File: config.mk
export PLATFORM = sky130hd
export DESIGN_NAME = fpu_top
export DESIGN_NICKNAME = d
export VERILOG_FILES = /design/src/rtl/fpu_pkg.sv /design/src/rtl/fpu_add_sub.sv /design/src/rtl/fpu_ctrl.sv /design/src/rtl/fpu_mul.sv /design/src/rtl/fpu_regs.sv /design/src/rtl/fpu_top.sv
export SDC_FILE = /design/constraint.sdc
export NUM_CORES = 1
export LEC_CHECK = 0
export ABC_AREA = 1
export BUFFER_PORTS_ARGS = -buffer_cell sky130_fd_sc_hd__buf_2
export CORE_ASPECT_RATIO = 0.5
export CORE_MARGIN = 5
export CORE_UTILIZATION = 25
export CTS_BUF_LIST = sky130_fd_sc_hd__clkbuf_2 sky130_fd_sc_hd__clkbuf_4 sky130_fd_sc_hd__clkbuf_8
export DETAILED_ROUTE_END_ITERATION = 16
export GPL_TIMING_DRIVEN = 0
export MAX_ROUTING_LAYER = met4
export PLACE_DENSITY = 0.43
export SLEW_MARGIN = 20
export SYNTH_ARGS = -nofsm -noshare
export SYNTH_HDL_FRONTEND = slang
export SYNTH_HIERARCHICAL = 1
export SYNTH_SLANG_ARGS = --single-unit
File: constraint.sdc
create_clock -name clk -period 24.8 [get_ports clk]
set_clock_uncertainty 0.15 [all_clocks]
set_input_delay 1.24 -clock clk [delete_from_list [all_inputs] [get_ports clk]]
set_output_delay 1.24 -clock clk [all_outputs]
set_load 0.02 [all_outputs]
File: src/rtl/fpu_pkg.sv
// shared codes, state types, register map and IEEE-754 constants for the byte-bus FPU
package fpu_pkg;

  // operation codes written to the operation register, code 4 is reserved
  typedef enum logic [3:0] {
    op_add     = 4'd0,
    op_sub     = 4'd1,
    op_mul     = 4'd2,
    op_square  = 4'd3,
    op_k_pi    = 4'd5,
    op_k_piby2 = 4'd6
  } e_fpu_operation;

  // host command machine
  typedef enum logic [1:0] {
    main_idle_st,
    main_wait_st,
    main_finish_st,
    main_wait_ack_st
  } e_main_state;

  // arithmetic sequencer
  typedef enum logic [2:0] {
    idle_st,
    add_sub_st,
    square_copy_st,
    mul_start_st,
    mul_run_st,
    mul_result_st,
    const_st,
    result_valid_st
  } e_arith_state;

  // single precision field layout
  localparam int float_width = 32;
  localparam int exp_width   = 8;
  localparam int frac_width  = 23;
  localparam int mant_width  = 24;
  localparam int exp_bias    = 127;

  // add/shift pairs per multiplication
  localparam int mul_steps = 24;

  // host bus
  localparam int addr_width = 4;
  localparam int data_width = 8;

  // register map, multi-byte registers are little endian
  localparam logic [addr_width-1:0] addr_a0 = 4'd0;
  localparam logic [addr_width-1:0] addr_a1 = 4'd1;
  localparam logic [addr_width-1:0] addr_a2 = 4'd2;
  localparam logic [addr_width-1:0] addr_a3 = 4'd3;
  localparam logic [addr_width-1:0] addr_b0 = 4'd4;
  localparam logic [addr_width-1:0] addr_b1 = 4'd5;
  localparam logic [addr_width-1:0] addr_b2 = 4'd6;
  localparam logic [addr_width-1:0] addr_b3 = 4'd7;
  localparam logic [addr_width-1:0] addr_op = 4'd8;
  localparam logic [addr_width-1:0] addr_r0 = 4'd9;
  localparam logic [addr_width-1:0] addr_r1 = 4'd10;
  localparam logic [addr_width-1:0] addr_r2 = 4'd11;
  localparam logic [addr_width-1:0] addr_r3 = 4'd12;

  // constant results and the operand reset value
  localparam logic [float_width-1:0] k_pi          = 32'h40490fda;
  localparam logic [float_width-1:0] k_piby2       = 32'h3fc90fda;
  localparam logic [float_width-1:0] reset_operand = 32'h3f800000;

endpackage

File: src/rtl/fpu_add_sub.sv
// combinational single precision adder and subtractor with truncating normalization
module fpu_add_sub
  import fpu_pkg::*;
(
  input  logic [float_width-1:0] operand_a,
  input  logic [float_width-1:0] operand_b,
  input  logic                   subtract,
  output logic [float_width-1:0] result
);

  logic [exp_width-1:0]   exp_a;
  logic [exp_width-1:0]   exp_b;
  logic                   a_zero;
  logic                   b_zero;
  logic [mant_width-1:0]  mant_a;
  logic [mant_width-1:0]  mant_b;
  logic [mant_width-1:0]  aligned_a;
  logic [mant_width-1:0]  aligned_b;
  logic [exp_width-1:0]   exp_base;
  logic [mant_width+1:0]  signed_a;
  logic [mant_width+1:0]  signed_b;
  logic [mant_width+1:0]  sum;
  logic [mant_width+1:0]  magnitude;
  logic [mant_width+1:0]  norm_mant;
  logic [exp_width+1:0]   norm_exp;
  logic [4:0]             lead_pos;
  logic [4:0]             left_shift;

  assign exp_a  = operand_a[float_width-2 -: exp_width];
  assign exp_b  = operand_b[float_width-2 -: exp_width];
  assign a_zero = (exp_a == '0);
  assign b_zero = (exp_b == '0);

  // hidden bit, a zero exponent means the value is zero
  assign mant_a = a_zero ? '0 : {1'b1, operand_a[frac_width-1:0]};
  assign mant_b = b_zero ? '0 : {1'b1, operand_b[frac_width-1:0]};

  // align to the larger exponent
  always_comb begin
    aligned_a = mant_a;
    aligned_b = mant_b;
    if (a_zero) begin
      exp_base = exp_b;
    end else if (b_zero) begin
      exp_base = exp_a;
    end else if (exp_a < exp_b) begin
      aligned_a = mant_a >> (exp_b - exp_a);
      exp_base  = exp_b;
    end else begin
      aligned_b = mant_b >> (exp_a - exp_b);
      exp_base  = exp_a;
    end
  end

  // two's complement add with two spare bits for carry and sign
  assign signed_a  = operand_a[float_width-1] ? -{2'b00, aligned_a} : {2'b00, aligned_a};
  assign signed_b  = operand_b[float_width-1] ? -{2'b00, aligned_b} : {2'b00, aligned_b};
  assign sum       = subtract ? (signed_a - signed_b) : (signed_a + signed_b);
  assign magnitude = sum[mant_width+1] ? -sum : sum;

  // highest set bit below the carry positions
  always_comb begin
    lead_pos = '0;
    for (int i = 0; i < mant_width; i++) begin
      if (magnitude[i]) lead_pos = 5'(i);
    end
  end

  assign left_shift = 5'(mant_width - 1) - lead_pos;

  always_comb begin
    norm_exp  = {2'b00, exp_base};
    norm_mant = magnitude;
    if (magnitude[mant_width+1]) begin
      norm_mant = magnitude >> 2;
      norm_exp  = norm_exp + 10'd2;
    end else if (magnitude[mant_width]) begin
      norm_mant = magnitude >> 1;
      norm_exp  = norm_exp + 10'd1;
    end else begin
      norm_mant = magnitude << left_shift;
      norm_exp  = norm_exp - {5'b00000, left_shift};
    end
  end

  // exact cancellation gives +0
  assign result = (sum == '0) ? '0 :
                  {sum[mant_width+1], norm_exp[exp_width-1:0], norm_mant[frac_width-1:0]};

endmodule

File: src/rtl/fpu_ctrl.sv
// command state machine and arithmetic sequencer of the FPU, linked by a go/done handshake
module fpu_ctrl
  import fpu_pkg::*;
(
  input  logic           clk,
  input  logic           arst,
  input  logic           op_start,
  input  e_fpu_operation operation,
  input  logic           end_ack,
  input  logic           mul_last,
  output logic           busy,
  output logic           cmd_end,
  output logic           copy_a_to_b,
  output logic           mul_load,
  output logic           mul_step,
  output logic           capture
);

  e_main_state  main_state;
  e_main_state  main_next;
  e_arith_state arith_state;
  e_arith_state arith_next;
  logic         go;
  logic         done;

  // command machine
  always_comb begin
    main_next = main_state;
    case (main_state)
      main_idle_st:     if (op_start) main_next = main_wait_st;
      main_wait_st:     if (done) main_next = main_finish_st;
      main_finish_st:   if (!done) main_next = main_wait_ack_st;
      main_wait_ack_st: if (end_ack) main_next = main_idle_st;
      default:          main_next = main_idle_st;
    endcase
  end

  always_ff @(posedge clk or posedge arst) begin
    if (arst) begin
      main_state <= main_idle_st;
      busy       <= 1'b0;
      cmd_end    <= 1'b0;
      go         <= 1'b0;
    end else begin
      main_state <= main_next;
      busy       <= (main_next != main_idle_st);
      cmd_end    <= (main_next == main_wait_ack_st);
      go         <= (main_next == main_wait_st);
    end
  end

  // sequencer, one path per operation
  always_comb begin
    arith_next = arith_state;
    case (arith_state)
      idle_st: begin
        if (go) begin
          case (operation)
            op_add, op_sub: arith_next = add_sub_st;
            op_mul:         arith_next = mul_start_st;
            op_square:      arith_next = square_copy_st;
            // constants and unknown codes need no datapath
            default:        arith_next = const_st;
          endcase
        end
      end
      add_sub_st:      arith_next = result_valid_st;
      square_copy_st:  arith_next = mul_start_st;
      mul_start_st:    arith_next = mul_run_st;
      mul_run_st:      if (mul_last) arith_next = mul_result_st;
      mul_result_st:   arith_next = result_valid_st;
      const_st:        arith_next = result_valid_st;
      // hold done until the command machine drops go
      result_valid_st: if (!go) arith_next = idle_st;
      default:         arith_next = idle_st;
    endcase
  end

  always_ff @(posedge clk or posedge arst) begin
    if (arst) begin
      arith_state <= idle_st;
      done        <= 1'b0;
      capture     <= 1'b0;
      copy_a_to_b <= 1'b0;
      mul_load    <= 1'b0;
      mul_step    <= 1'b0;
    end else begin
      arith_state <= arith_next;
      done        <= (arith_next == result_valid_st);
      // first cycle of result_valid_st only
      capture     <= (arith_next == result_valid_st) && (arith_state != result_valid_st);
      copy_a_to_b <= (arith_next == square_copy_st);
      mul_load    <= (arith_next == mul_start_st);
      mul_step    <= (arith_next == mul_run_st);
    end
  end

  a_end_while_busy: assert property (
    @(posedge clk) disable iff (arst) cmd_end |-> busy
  );

  a_no_step_in_idle: assert property (
    @(posedge clk) disable iff (arst) mul_step |-> (arith_state != idle_st)
  );

endmodule

File: src/rtl/fpu_mul.sv
// sequential shift-and-add single precision multiplier, one add and one shift per step
module fpu_mul
  import fpu_pkg::*;
(
  input  logic                   clk,
  input  logic                   arst,
  input  logic [float_width-1:0] operand_a,
  input  logic [float_width-1:0] operand_b,
  input  logic                   mul_load,
  input  logic                   mul_step,
  output logic                   mul_last,
  output logic [float_width-1:0] result
);

  logic [exp_width-1:0]    exp_a;
  logic [exp_width-1:0]    exp_b;
  logic                    any_zero;
  logic [mant_width-1:0]   multiplicand;
  // upper half collects the product, lower half shifts the multiplier out
  logic [2*mant_width:0]   prod_mult;
  logic [mant_width:0]     partial_sum;
  logic [4:0]              step_count;
  logic                    shift_phase;
  logic                    top_set;
  logic [exp_width+1:0]    exp_sum;
  logic [frac_width-1:0]   frac;

  assign exp_a    = operand_a[float_width-2 -: exp_width];
  assign exp_b    = operand_b[float_width-2 -: exp_width];
  assign any_zero = (exp_a == '0) || (exp_b == '0);

  assign partial_sum = prod_mult[2*mant_width:mant_width] + {1'b0, multiplicand};
  assign mul_last    = (step_count == 5'(mul_steps)) && !shift_phase;

  // step control
  always_ff @(posedge clk or posedge arst) begin
    if (arst) begin
      step_count  <= '0;
      shift_phase <= 1'b0;
    end else if (mul_load) begin
      step_count  <= '0;
      shift_phase <= 1'b0;
    end else if (mul_step && !mul_last) begin
      if (!shift_phase) step_count <= step_count + 5'd1;
      shift_phase <= !shift_phase;
    end
  end

  // product datapath
  always_ff @(posedge clk) begin
    if (mul_load) begin
      multiplicand <= {1'b1, operand_a[frac_width-1:0]};
      prod_mult    <= {{(mant_width+1){1'b0}}, 1'b1, operand_b[frac_width-1:0]};
    end else if (mul_step && !mul_last) begin
      if (shift_phase) begin
        prod_mult <= prod_mult >> 1;
      end else if (prod_mult[0]) begin
        prod_mult[2*mant_width:mant_width] <= partial_sum;
      end
    end
  end

  // product of two 1.x mantissas is 1.x or 1x.x
  assign top_set = prod_mult[2*mant_width-1];
  assign frac    = top_set ? prod_mult[2*mant_width-2 -: frac_width]
                           : prod_mult[2*mant_width-3 -: frac_width];
  assign exp_sum = {2'b00, exp_a} + {2'b00, exp_b} - 10'(exp_bias) + {9'd0, top_set};

  // packed once, on the last step
  always_ff @(posedge clk) begin
    if (mul_step && mul_last) begin
      if (any_zero) begin
        result <= '0;
      end else begin
        result <= {operand_a[float_width-1] ^ operand_b[float_width-1],
                   exp_sum[exp_width-1:0], frac};
      end
    end
  end

  a_step_bound: assert property (
    @(posedge clk) disable iff (arst) step_count <= 5'(mul_steps)
  );

endmodule

File: src/rtl/fpu_regs.sv
// host register file of the FPU with byte access, result capture and operand copy
module fpu_regs
  import fpu_pkg::*;
(
  input  logic                   clk,
  input  logic                   arst,
  input  logic                   cs,
  input  logic                   rd,
  input  logic                   wr,
  input  logic [addr_width-1:0]  addr,
  input  logic [data_width-1:0]  databus_in,
  output logic [data_width-1:0]  databus_out,
  input  logic                   busy,
  output logic                   op_start,
  output e_fpu_operation         operation,
  output logic [float_width-1:0] operand_a,
  output logic [float_width-1:0] operand_b,
  input  logic                   copy_a_to_b,
  input  logic                   capture,
  input  logic [float_width-1:0] add_sub_result,
  input  logic [float_width-1:0] mul_result
);

  logic                   wr_en;
  logic [float_width-1:0] result_reg;
  logic [float_width-1:0] selected_result;

  // host writes are dropped while an operation runs
  assign wr_en = !cs && !wr && !busy;

  // result source for the current operation
  always_comb begin
    case (operation)
      op_add, op_sub:    selected_result = add_sub_result;
      op_mul, op_square: selected_result = mul_result;
      op_k_pi:           selected_result = k_pi;
      op_k_piby2:        selected_result = k_piby2;
      default:           selected_result = '0;
    endcase
  end

  always_ff @(posedge clk or posedge arst) begin
    if (arst) begin
      operand_a  <= reset_operand;
      operand_b  <= reset_operand;
      operation  <= op_add;
      result_reg <= '0;
      op_start   <= 1'b0;
    end else begin
      op_start <= wr_en && (addr == addr_op);
      if (wr_en) begin
        case (addr)
          addr_a0: operand_a[7:0]   <= databus_in;
          addr_a1: operand_a[15:8]  <= databus_in;
          addr_a2: operand_a[23:16] <= databus_in;
          addr_a3: operand_a[31:24] <= databus_in;
          addr_b0: operand_b[7:0]   <= databus_in;
          addr_b1: operand_b[15:8]  <= databus_in;
          addr_b2: operand_b[23:16] <= databus_in;
          addr_b3: operand_b[31:24] <= databus_in;
          addr_op: operation <= e_fpu_operation'(databus_in[3:0]);
          default: ;
        endcase
      end
      // square multiplies A by itself
      if (copy_a_to_b) begin
        operand_b <= operand_a;
      end
      // result also lands in A so that operations chain
      if (capture) begin
        result_reg <= selected_result;
        operand_a  <= selected_result;
      end
    end
  end

  // read mux, zero when not selected or unmapped
  always_comb begin
    databus_out = '0;
    if (!cs && !rd) begin
      case (addr)
        addr_a0: databus_out = operand_a[7:0];
        addr_a1: databus_out = operand_a[15:8];
        addr_a2: databus_out = operand_a[23:16];
        addr_a3: databus_out = operand_a[31:24];
        addr_b0: databus_out = operand_b[7:0];
        addr_b1: databus_out = operand_b[15:8];
        addr_b2: databus_out = operand_b[23:16];
        addr_b3: databus_out = operand_b[31:24];
        addr_op: databus_out = {4'b0000, operation};
        addr_r0: databus_out = result_reg[7:0];
        addr_r1: databus_out = result_reg[15:8];
        addr_r2: databus_out = result_reg[23:16];
        addr_r3: databus_out = result_reg[31:24];
        default: databus_out = '0;
      endcase
    end
  end

  // sequencer strobes only come while the command machine reports busy
  a_strobe_in_busy: assert property (
    @(posedge clk) disable iff (arst) (capture || copy_a_to_b) |-> busy
  );

endmodule

File: src/rtl/fpu_top.sv
// top level of the byte-bus FPU coprocessor, joins registers, control and datapaths
module fpu_top
  import fpu_pkg::*;
(
  input  logic                  clk,
  input  logic                  arst,
  input  logic                  cs,
  input  logic                  rd,
  input  logic                  wr,
  input  logic [addr_width-1:0] addr,
  input  logic [data_width-1:0] databus_in,
  output logic [data_width-1:0] databus_out,
  input  logic                  end_ack,
  output logic                  cmd_end,
  output logic                  busy
);

  e_fpu_operation         operation;
  logic                   op_start;
  logic [float_width-1:0] operand_a;
  logic [float_width-1:0] operand_b;
  logic [float_width-1:0] add_sub_result;
  logic [float_width-1:0] mul_result;
  logic                   copy_a_to_b;
  logic                   capture;
  logic                   mul_load;
  logic                   mul_step;
  logic                   mul_last;

  fpu_regs i_fpu_regs (
    .clk            (clk),
    .arst           (arst),
    .cs             (cs),
    .rd             (rd),
    .wr             (wr),
    .addr           (addr),
    .databus_in     (databus_in),
    .databus_out    (databus_out),
    .busy           (busy),
    .op_start       (op_start),
    .operation      (operation),
    .operand_a      (operand_a),
    .operand_b      (operand_b),
    .copy_a_to_b    (copy_a_to_b),
    .capture        (capture),
    .add_sub_result (add_sub_result),
    .mul_result     (mul_result)
  );

  fpu_ctrl i_fpu_ctrl (
    .clk         (clk),
    .arst        (arst),
    .op_start    (op_start),
    .operation   (operation),
    .end_ack     (end_ack),
    .mul_last    (mul_last),
    .busy        (busy),
    .cmd_end     (cmd_end),
    .copy_a_to_b (copy_a_to_b),
    .mul_load    (mul_load),
    .mul_step    (mul_step),
    .capture     (capture)
  );

  // subtract select follows the operation register
  fpu_add_sub i_fpu_add_sub (
    .operand_a (operand_a),
    .operand_b (operand_b),
    .subtract  (operation == op_sub),
    .result    (add_sub_result)
  );

  fpu_mul i_fpu_mul (
    .clk       (clk),
    .arst      (arst),
    .operand_a (operand_a),
    .operand_b (operand_b),
    .mul_load  (mul_load),
    .mul_step  (mul_step),
    .mul_last  (mul_last),
    .result    (mul_result)
  );

endmodule

-- Word-level counts from Yosys, hierarchy flattened
Index checks and enable logic that the tools add are counted.
- output and inout port bits: 10
- word-level logic and storage cells: 216
- register bits after elaboration: 224
- input bits: 18
- order comparisons: 1
- mux-type cells: 79
- equal/unequal tests: 36
- reductions and logical operators: 52
- bitwise operators: 1
- add/subtract/negate cells: 16
- shift-type cells: 3
- operators with widths (operator ; count):
    two-way mux 24 bit ; 8
    two-way mux 32 bit ; 5
    two-way mux 23 bit ; 6
    one-hot mux 32 bit (4 select lines) ; 1
    two-way mux 8 bit ; 14
    two-way mux 26 bit ; 4
    one-hot mux 8 bit (13 select lines) ; 1
    two-way mux 5 bit ; 11
    negation 24 -> 26 bit ; 2
    two-way mux 25 bit ; 2
    right shift 24 x 8 -> 24 bit ; 2
    two-way mux 4 bit ; 8
    nonzero test 2 bit ; 14
    adder 26 bit ; 1
    zero test 26 bit ; 1
    negation 26 bit ; 1
    AND reduction 2 bit ; 13
    left shift 26 x 5 -> 23 bit ; 1
    subtractor 26 bit ; 1
    adder 25 x 24 -> 25 bit ; 1
    == test 4 x 3 -> 1 bit (second input constant) ; 6
    two-way mux 3 bit ; 7
    == test 4 bit (second input constant) ; 5
    == test 3 bit (second input constant) ; 6
    other kinds (34) ; 67

-- Longest topological paths before layout
- depth after elaboration: 42
- depth in mapped cells: 100
- depth with buffers taken out: 97

-- Hierarchy
The synthesis kept the hierarchy.
- modules (own cells, without submodules) (module ; cells each ; area an instance (um^2) ; instances):
    fpu_add_sub ; 2108 ; 10601.4 ; 1
    fpu_mul ; 853 ; 6691.4 ; 1
    fpu_regs ; 833 ; 5676.7 ; 1
    fpu_ctrl ; 73 ; 608.1 ; 1
    fpu_top ; 6 ; 22.5 ; 1

-- Worst setup path before layout
Ideal clock, no wire load.
- path type: register to register
- start: reg i_fpu_regs.operand_a[23]
- end: reg i_fpu_regs.operand_a[30]
- slack: 14.695 ns
- cell stages (with the launch flop): 72
- period minus slack after synthesis: 10.105 ns
- buffers on the path: 4
- arrival: 9.878 ns
- setup time: 0.077 ns
- path through: dfstp_2 -> inv_1 -> ha_1 -> inv_1 -> fa_1 -> clkbuf_1 -> inv_1 -> buf_1 -> o21ai_0 -> nor2_1 -> a21oi_1 -> a21oi_1 -> nand2_1 -> nand3_1 -> nand2_1 -> nand2_1 -> nand2_2 -> nand2_1 -> [36 not listed] -> clkbuf_1 -> inv_1 -> nand4_1 -> nand2_1 -> a21oi_1 -> ha_1 -> inv_1 -> o21ai_0 -> a21o_1 -> a21oi_1 -> xnor2_1 -> xor2_1 -> nand2_1 -> a21oi_1 -> nand2_1 -> nand3_1 -> nand2_1 -> a21oi_1
- word-level cells in the longest chain between the ends: 42
- elaborated cells between the ends (all ways): 58
- those cells by class: add/sub (11); order compare (1); shift (2); mux (42); reduce/logical (2)
- RTL lines (item ; RTL line ; source):
    start, declared ; fpu_regs.sv:16 ; output logic [float_width-1:0] operand_a,
    start signal, assigned ; fpu_regs.sv:44 ; operand_a <= reset_operand;
    start signal, assigned ; fpu_regs.sv:55 ; addr_a2: operand_a[23:16] <= databus_in;
    start signal, assigned ; fpu_regs.sv:72 ; operand_a <= selected_result;
    parallel branches: the longest is 39 deep, another holds negation 24 -> 26 bit ; - ;
    two-way mux 32 bit (*) ; fpu_add_sub.sv:87 ; assign result = (sum == '0) ? '0 :
    via add_sub_result[30] ; fpu_top.sv:22 ; logic [float_width-1:0] add_sub_result;
    one-hot mux 32 bit (4 select lines) (*) ; fpu_regs.sv:33 ; case (operation)
    two-way mux 32 bit (*) ; fpu_regs.sv:70 ; if (capture) begin
Mark *: on every way through the listed nets, which the timed path passes.
A chain may end at the register's enable or synchronous reset.

-- Final worst setup path
Same ends and word-level chain as after synthesis.

==> impl_metrics.py <==
metrics = {
    "clock_network": {
        "post_cts_resized": 0,
        "postCtsHoldBufs": 0,
        "cts_buffers": 37,
        "cts_sinks": 224,
        "htree_levels": 2,
        "path_clk_slew_ns": 0.07,
        "clk_latency_ns": 0.58,
        "cts_tree": "built",
        "postCtsSetupRepairBufs": 0,
        "max-clock-path-buffers": 3,
        "root_buffer": "clkbuf_8",
    },
    "logic_synthesis": {
        "synth_edf_count": 78,
        "syn_inst": 3873,
        "synth_warnings": 6,
        "synth-async-reset-ratio": 0.5357,
        "yosysSeqAreaShare": 0.2493,
        "synth.most_common_cell": "nand2_1",
        "synthTopCellsByArea": "nand2_1 20%, nand3_1 12%, dfrtp_1 11%, edfxtp_1 9.9%, inv_1 6.2%",
        "synth_fp_nets": 3992,
        "synth.distinct_cells": 64,
        "synth-seq-cells": 224,
        "synth_largest_area_cell": "nand2_1",
        "synth_ff_type": "dfrtp_1",
        "synth_common_cells": "1244 x nand2_1, 553 x nand3_1, 387 x inv_1",
        "syn_avg_cell_area_sq_um": 6.094,
        "synth_top_area_frac": 0.1979,
        "synth_area_sq_mm": 0.02360,
    },
    "placed_design": {
        "place_inst": 5157,
        "place.gp.congestion": 0.9391,
        "place_hpwl_um": 84150,
        "port_buffers": 27,
    },
    "final_layout": {
        "drive_gt1_frac": 0.08264,
        "final_util": 0.2803,
        "synthToLayoutAreaGrowth_pct": 10.80,
        "layout.cells.non_filler": 5225,
        "final_net_count": 4060,
        "largest_register": "i_fpu_mul/prod_mult",
        "largest_reg_flops": 49,
    },
    "sta": {
        "period_share": 0.5296,
        "setup_viol": 0,
        "rsz0062_at_grt": "no",
        "slew_violations": 0,
        "hold_violations": 0,
        "slew_headroom": 0.3701,
        "max_freq_mhz": 76.14,
        "min_period_ns": 13.13,
        "worst_pin_slew_ns": 0.9449,
        "setup_tns_ns": 0,
    },
    "worst_setup_path": {
        "crit_arrival_ns": 13.43,
        "path_class": "reg2reg",
        "end_kind": "flip-flop",
        "critPathMaxStageDelay_ns": 0.67,
        "critPathLaunchType": "flip-flop",
        "crit_fanout": 10,
        "path_common_cell": "nand2_1",
        "required_ns": 25.10,
        "critical-path-slowest-cell": "dfstp_2",
    },
    "grt": {
        "antenna_found_initial": 2,
        "grt_pass1_wl_um": 156900,
        "grt_max_degree": 65,
        "track_usage": 0.2072,
        "grt_pass1_vias": 24460,
        "overflow": 0,
    },
    "die": {
        "die_x_um": 444.5,
        "die-area_sq_mm": 0.1010,
        "ioPinCount": 28,
        "core_sq_mm": 0.09331,
        "row_count": 79,
        "initial_core_util": 0.2529,
        "die_y_um": 227.3,
    },
    "detailed_routing": {
        "wl_met1_um": 51370,
        "wl_met2_um": 44290,
        "drt_wl_total_um": 104500,
        "ant_nets": 0,
        "vias": 26170,
        "drt-initial-drc-count": 2504,
        "first_pass_iters": 6,
        "wl_met3_um": 6630,
        "remaining_drc_errors": 0,
        "post_drt_wl_per_cell_um": 20.00,
        "viasPerCell": 5.008,
        "top_layer": "met4",
    },
    "flow_run": {
        "cap_violations": 0,
    },
    "worst_hold_path": {
        "hold_class": "reg2reg",
    },
    "outcome": {
        "outcome": "finished clean",
    },
}
## cells by family (layout without fill, tap and decap cells)
group / after synthesis / after routing / share of synthesized area
flip-flops: 224 / 224 / 0.2493
AND/OR/NAND/NOR: 2358 / 2358 / 0.4296
other: 0 / 1 / 0
XOR/XNOR: 126 / 126 / 0.04740
adder cells (fa/ha/maj): 101 / 101 / 0.05546
buffers and inverters: 571 / 667 / 0.09999
AO/OA/AOI/OAI: 493 / 493 / 0.1182
## critical path, delay by kind of cell, from the launching register on
family                   cells  cell delay [ns]
AO/OA/AOI/OAI               19             3.38
AND/OR/NAND/NOR             29             3.21
adder cells (fa/ha/maj)      7             2.28
buffers and inverters       12             2.00
XOR/XNOR                     4             1.30
flip-flops                   1             0.67
## per-stage QoR
stage	instance area, sq um	setup WS, ns	hold WS (ns)
global route	26150	10.53	0.3535
CTS	26150	11.73	0.3369
finish	26150	11.67	0.3314
floorplan	23600	14.70	0.2994
detailed placement	25370	11.79	0.3216
global placement	25310	11.86	0.3231
## per-layer routing
layer | vias up | track usage
li1 | 12750 | -
met1 | 12460 | 0.2983
met2 | 851 | 0.3138
met3 | 116 | 0.02451
met4 | 0 | 0.04059
met5 | - | -
## layout by cell type, fill, tap and decap left out, types with 76 or more instances in the layout
cell type,n
buf_2,76
inv_1,385
nand2_1,1244
xor2_1,92
ha_1,95
a21oi_1,225
nand3_1,553
edfxtp_1,78
o21ai_0,124
dfrtp_1,106
nor2_1,360
## path summary, 6_finish.rpt
path	start	endpoint	slack [ns]	cells after the start
worst min-delay path	i_fpu_regs/result_reg[27]$_DFFE_PP0P_	i_fpu_regs/result_reg[27]$_DFFE_PP0P_	0.33	2
worst max register to register	i_fpu_regs/operand_a[23]$_DFFE_PP1P_	i_fpu_regs/operand_a[30]$_DFFE_PP0P_	11.67	71
max in group asynchronous	arst	i_fpu_regs/operand_b[23]$_DFFE_PP1P_	23.14	3
min in group asynchronous	arst	i_fpu_mul/step_count[0]$_DFFE_PP0P_	0.50	2
worst max-delay path	i_fpu_regs/operand_a[23]$_DFFE_PP1P_	i_fpu_regs/operand_a[30]$_DFFE_PP0P_	11.67	71
worst min register to register	i_fpu_regs/result_reg[27]$_DFFE_PP0P_	i_fpu_regs/result_reg[27]$_DFFE_PP0P_	0.33	2
## area by class of cell
class / count / area [sq um]
fillers: 10670 / 67160
clock buffers: 59 / 724.4
well taps: 1255 / 1570
repair buffers: 29 / 175.2
multi-input cells: 3078 / 15370
plain buffers: 157 / 802.0
diodes: 1 / 2.502
clock inverters: 8 / 57.56
inverters: 414 / 1564
flip-flops and latches: 224 / 5883
Power is not shown: default switching activity piles up to over one toggle a cycle in this logic, so the estimate is an artifact.
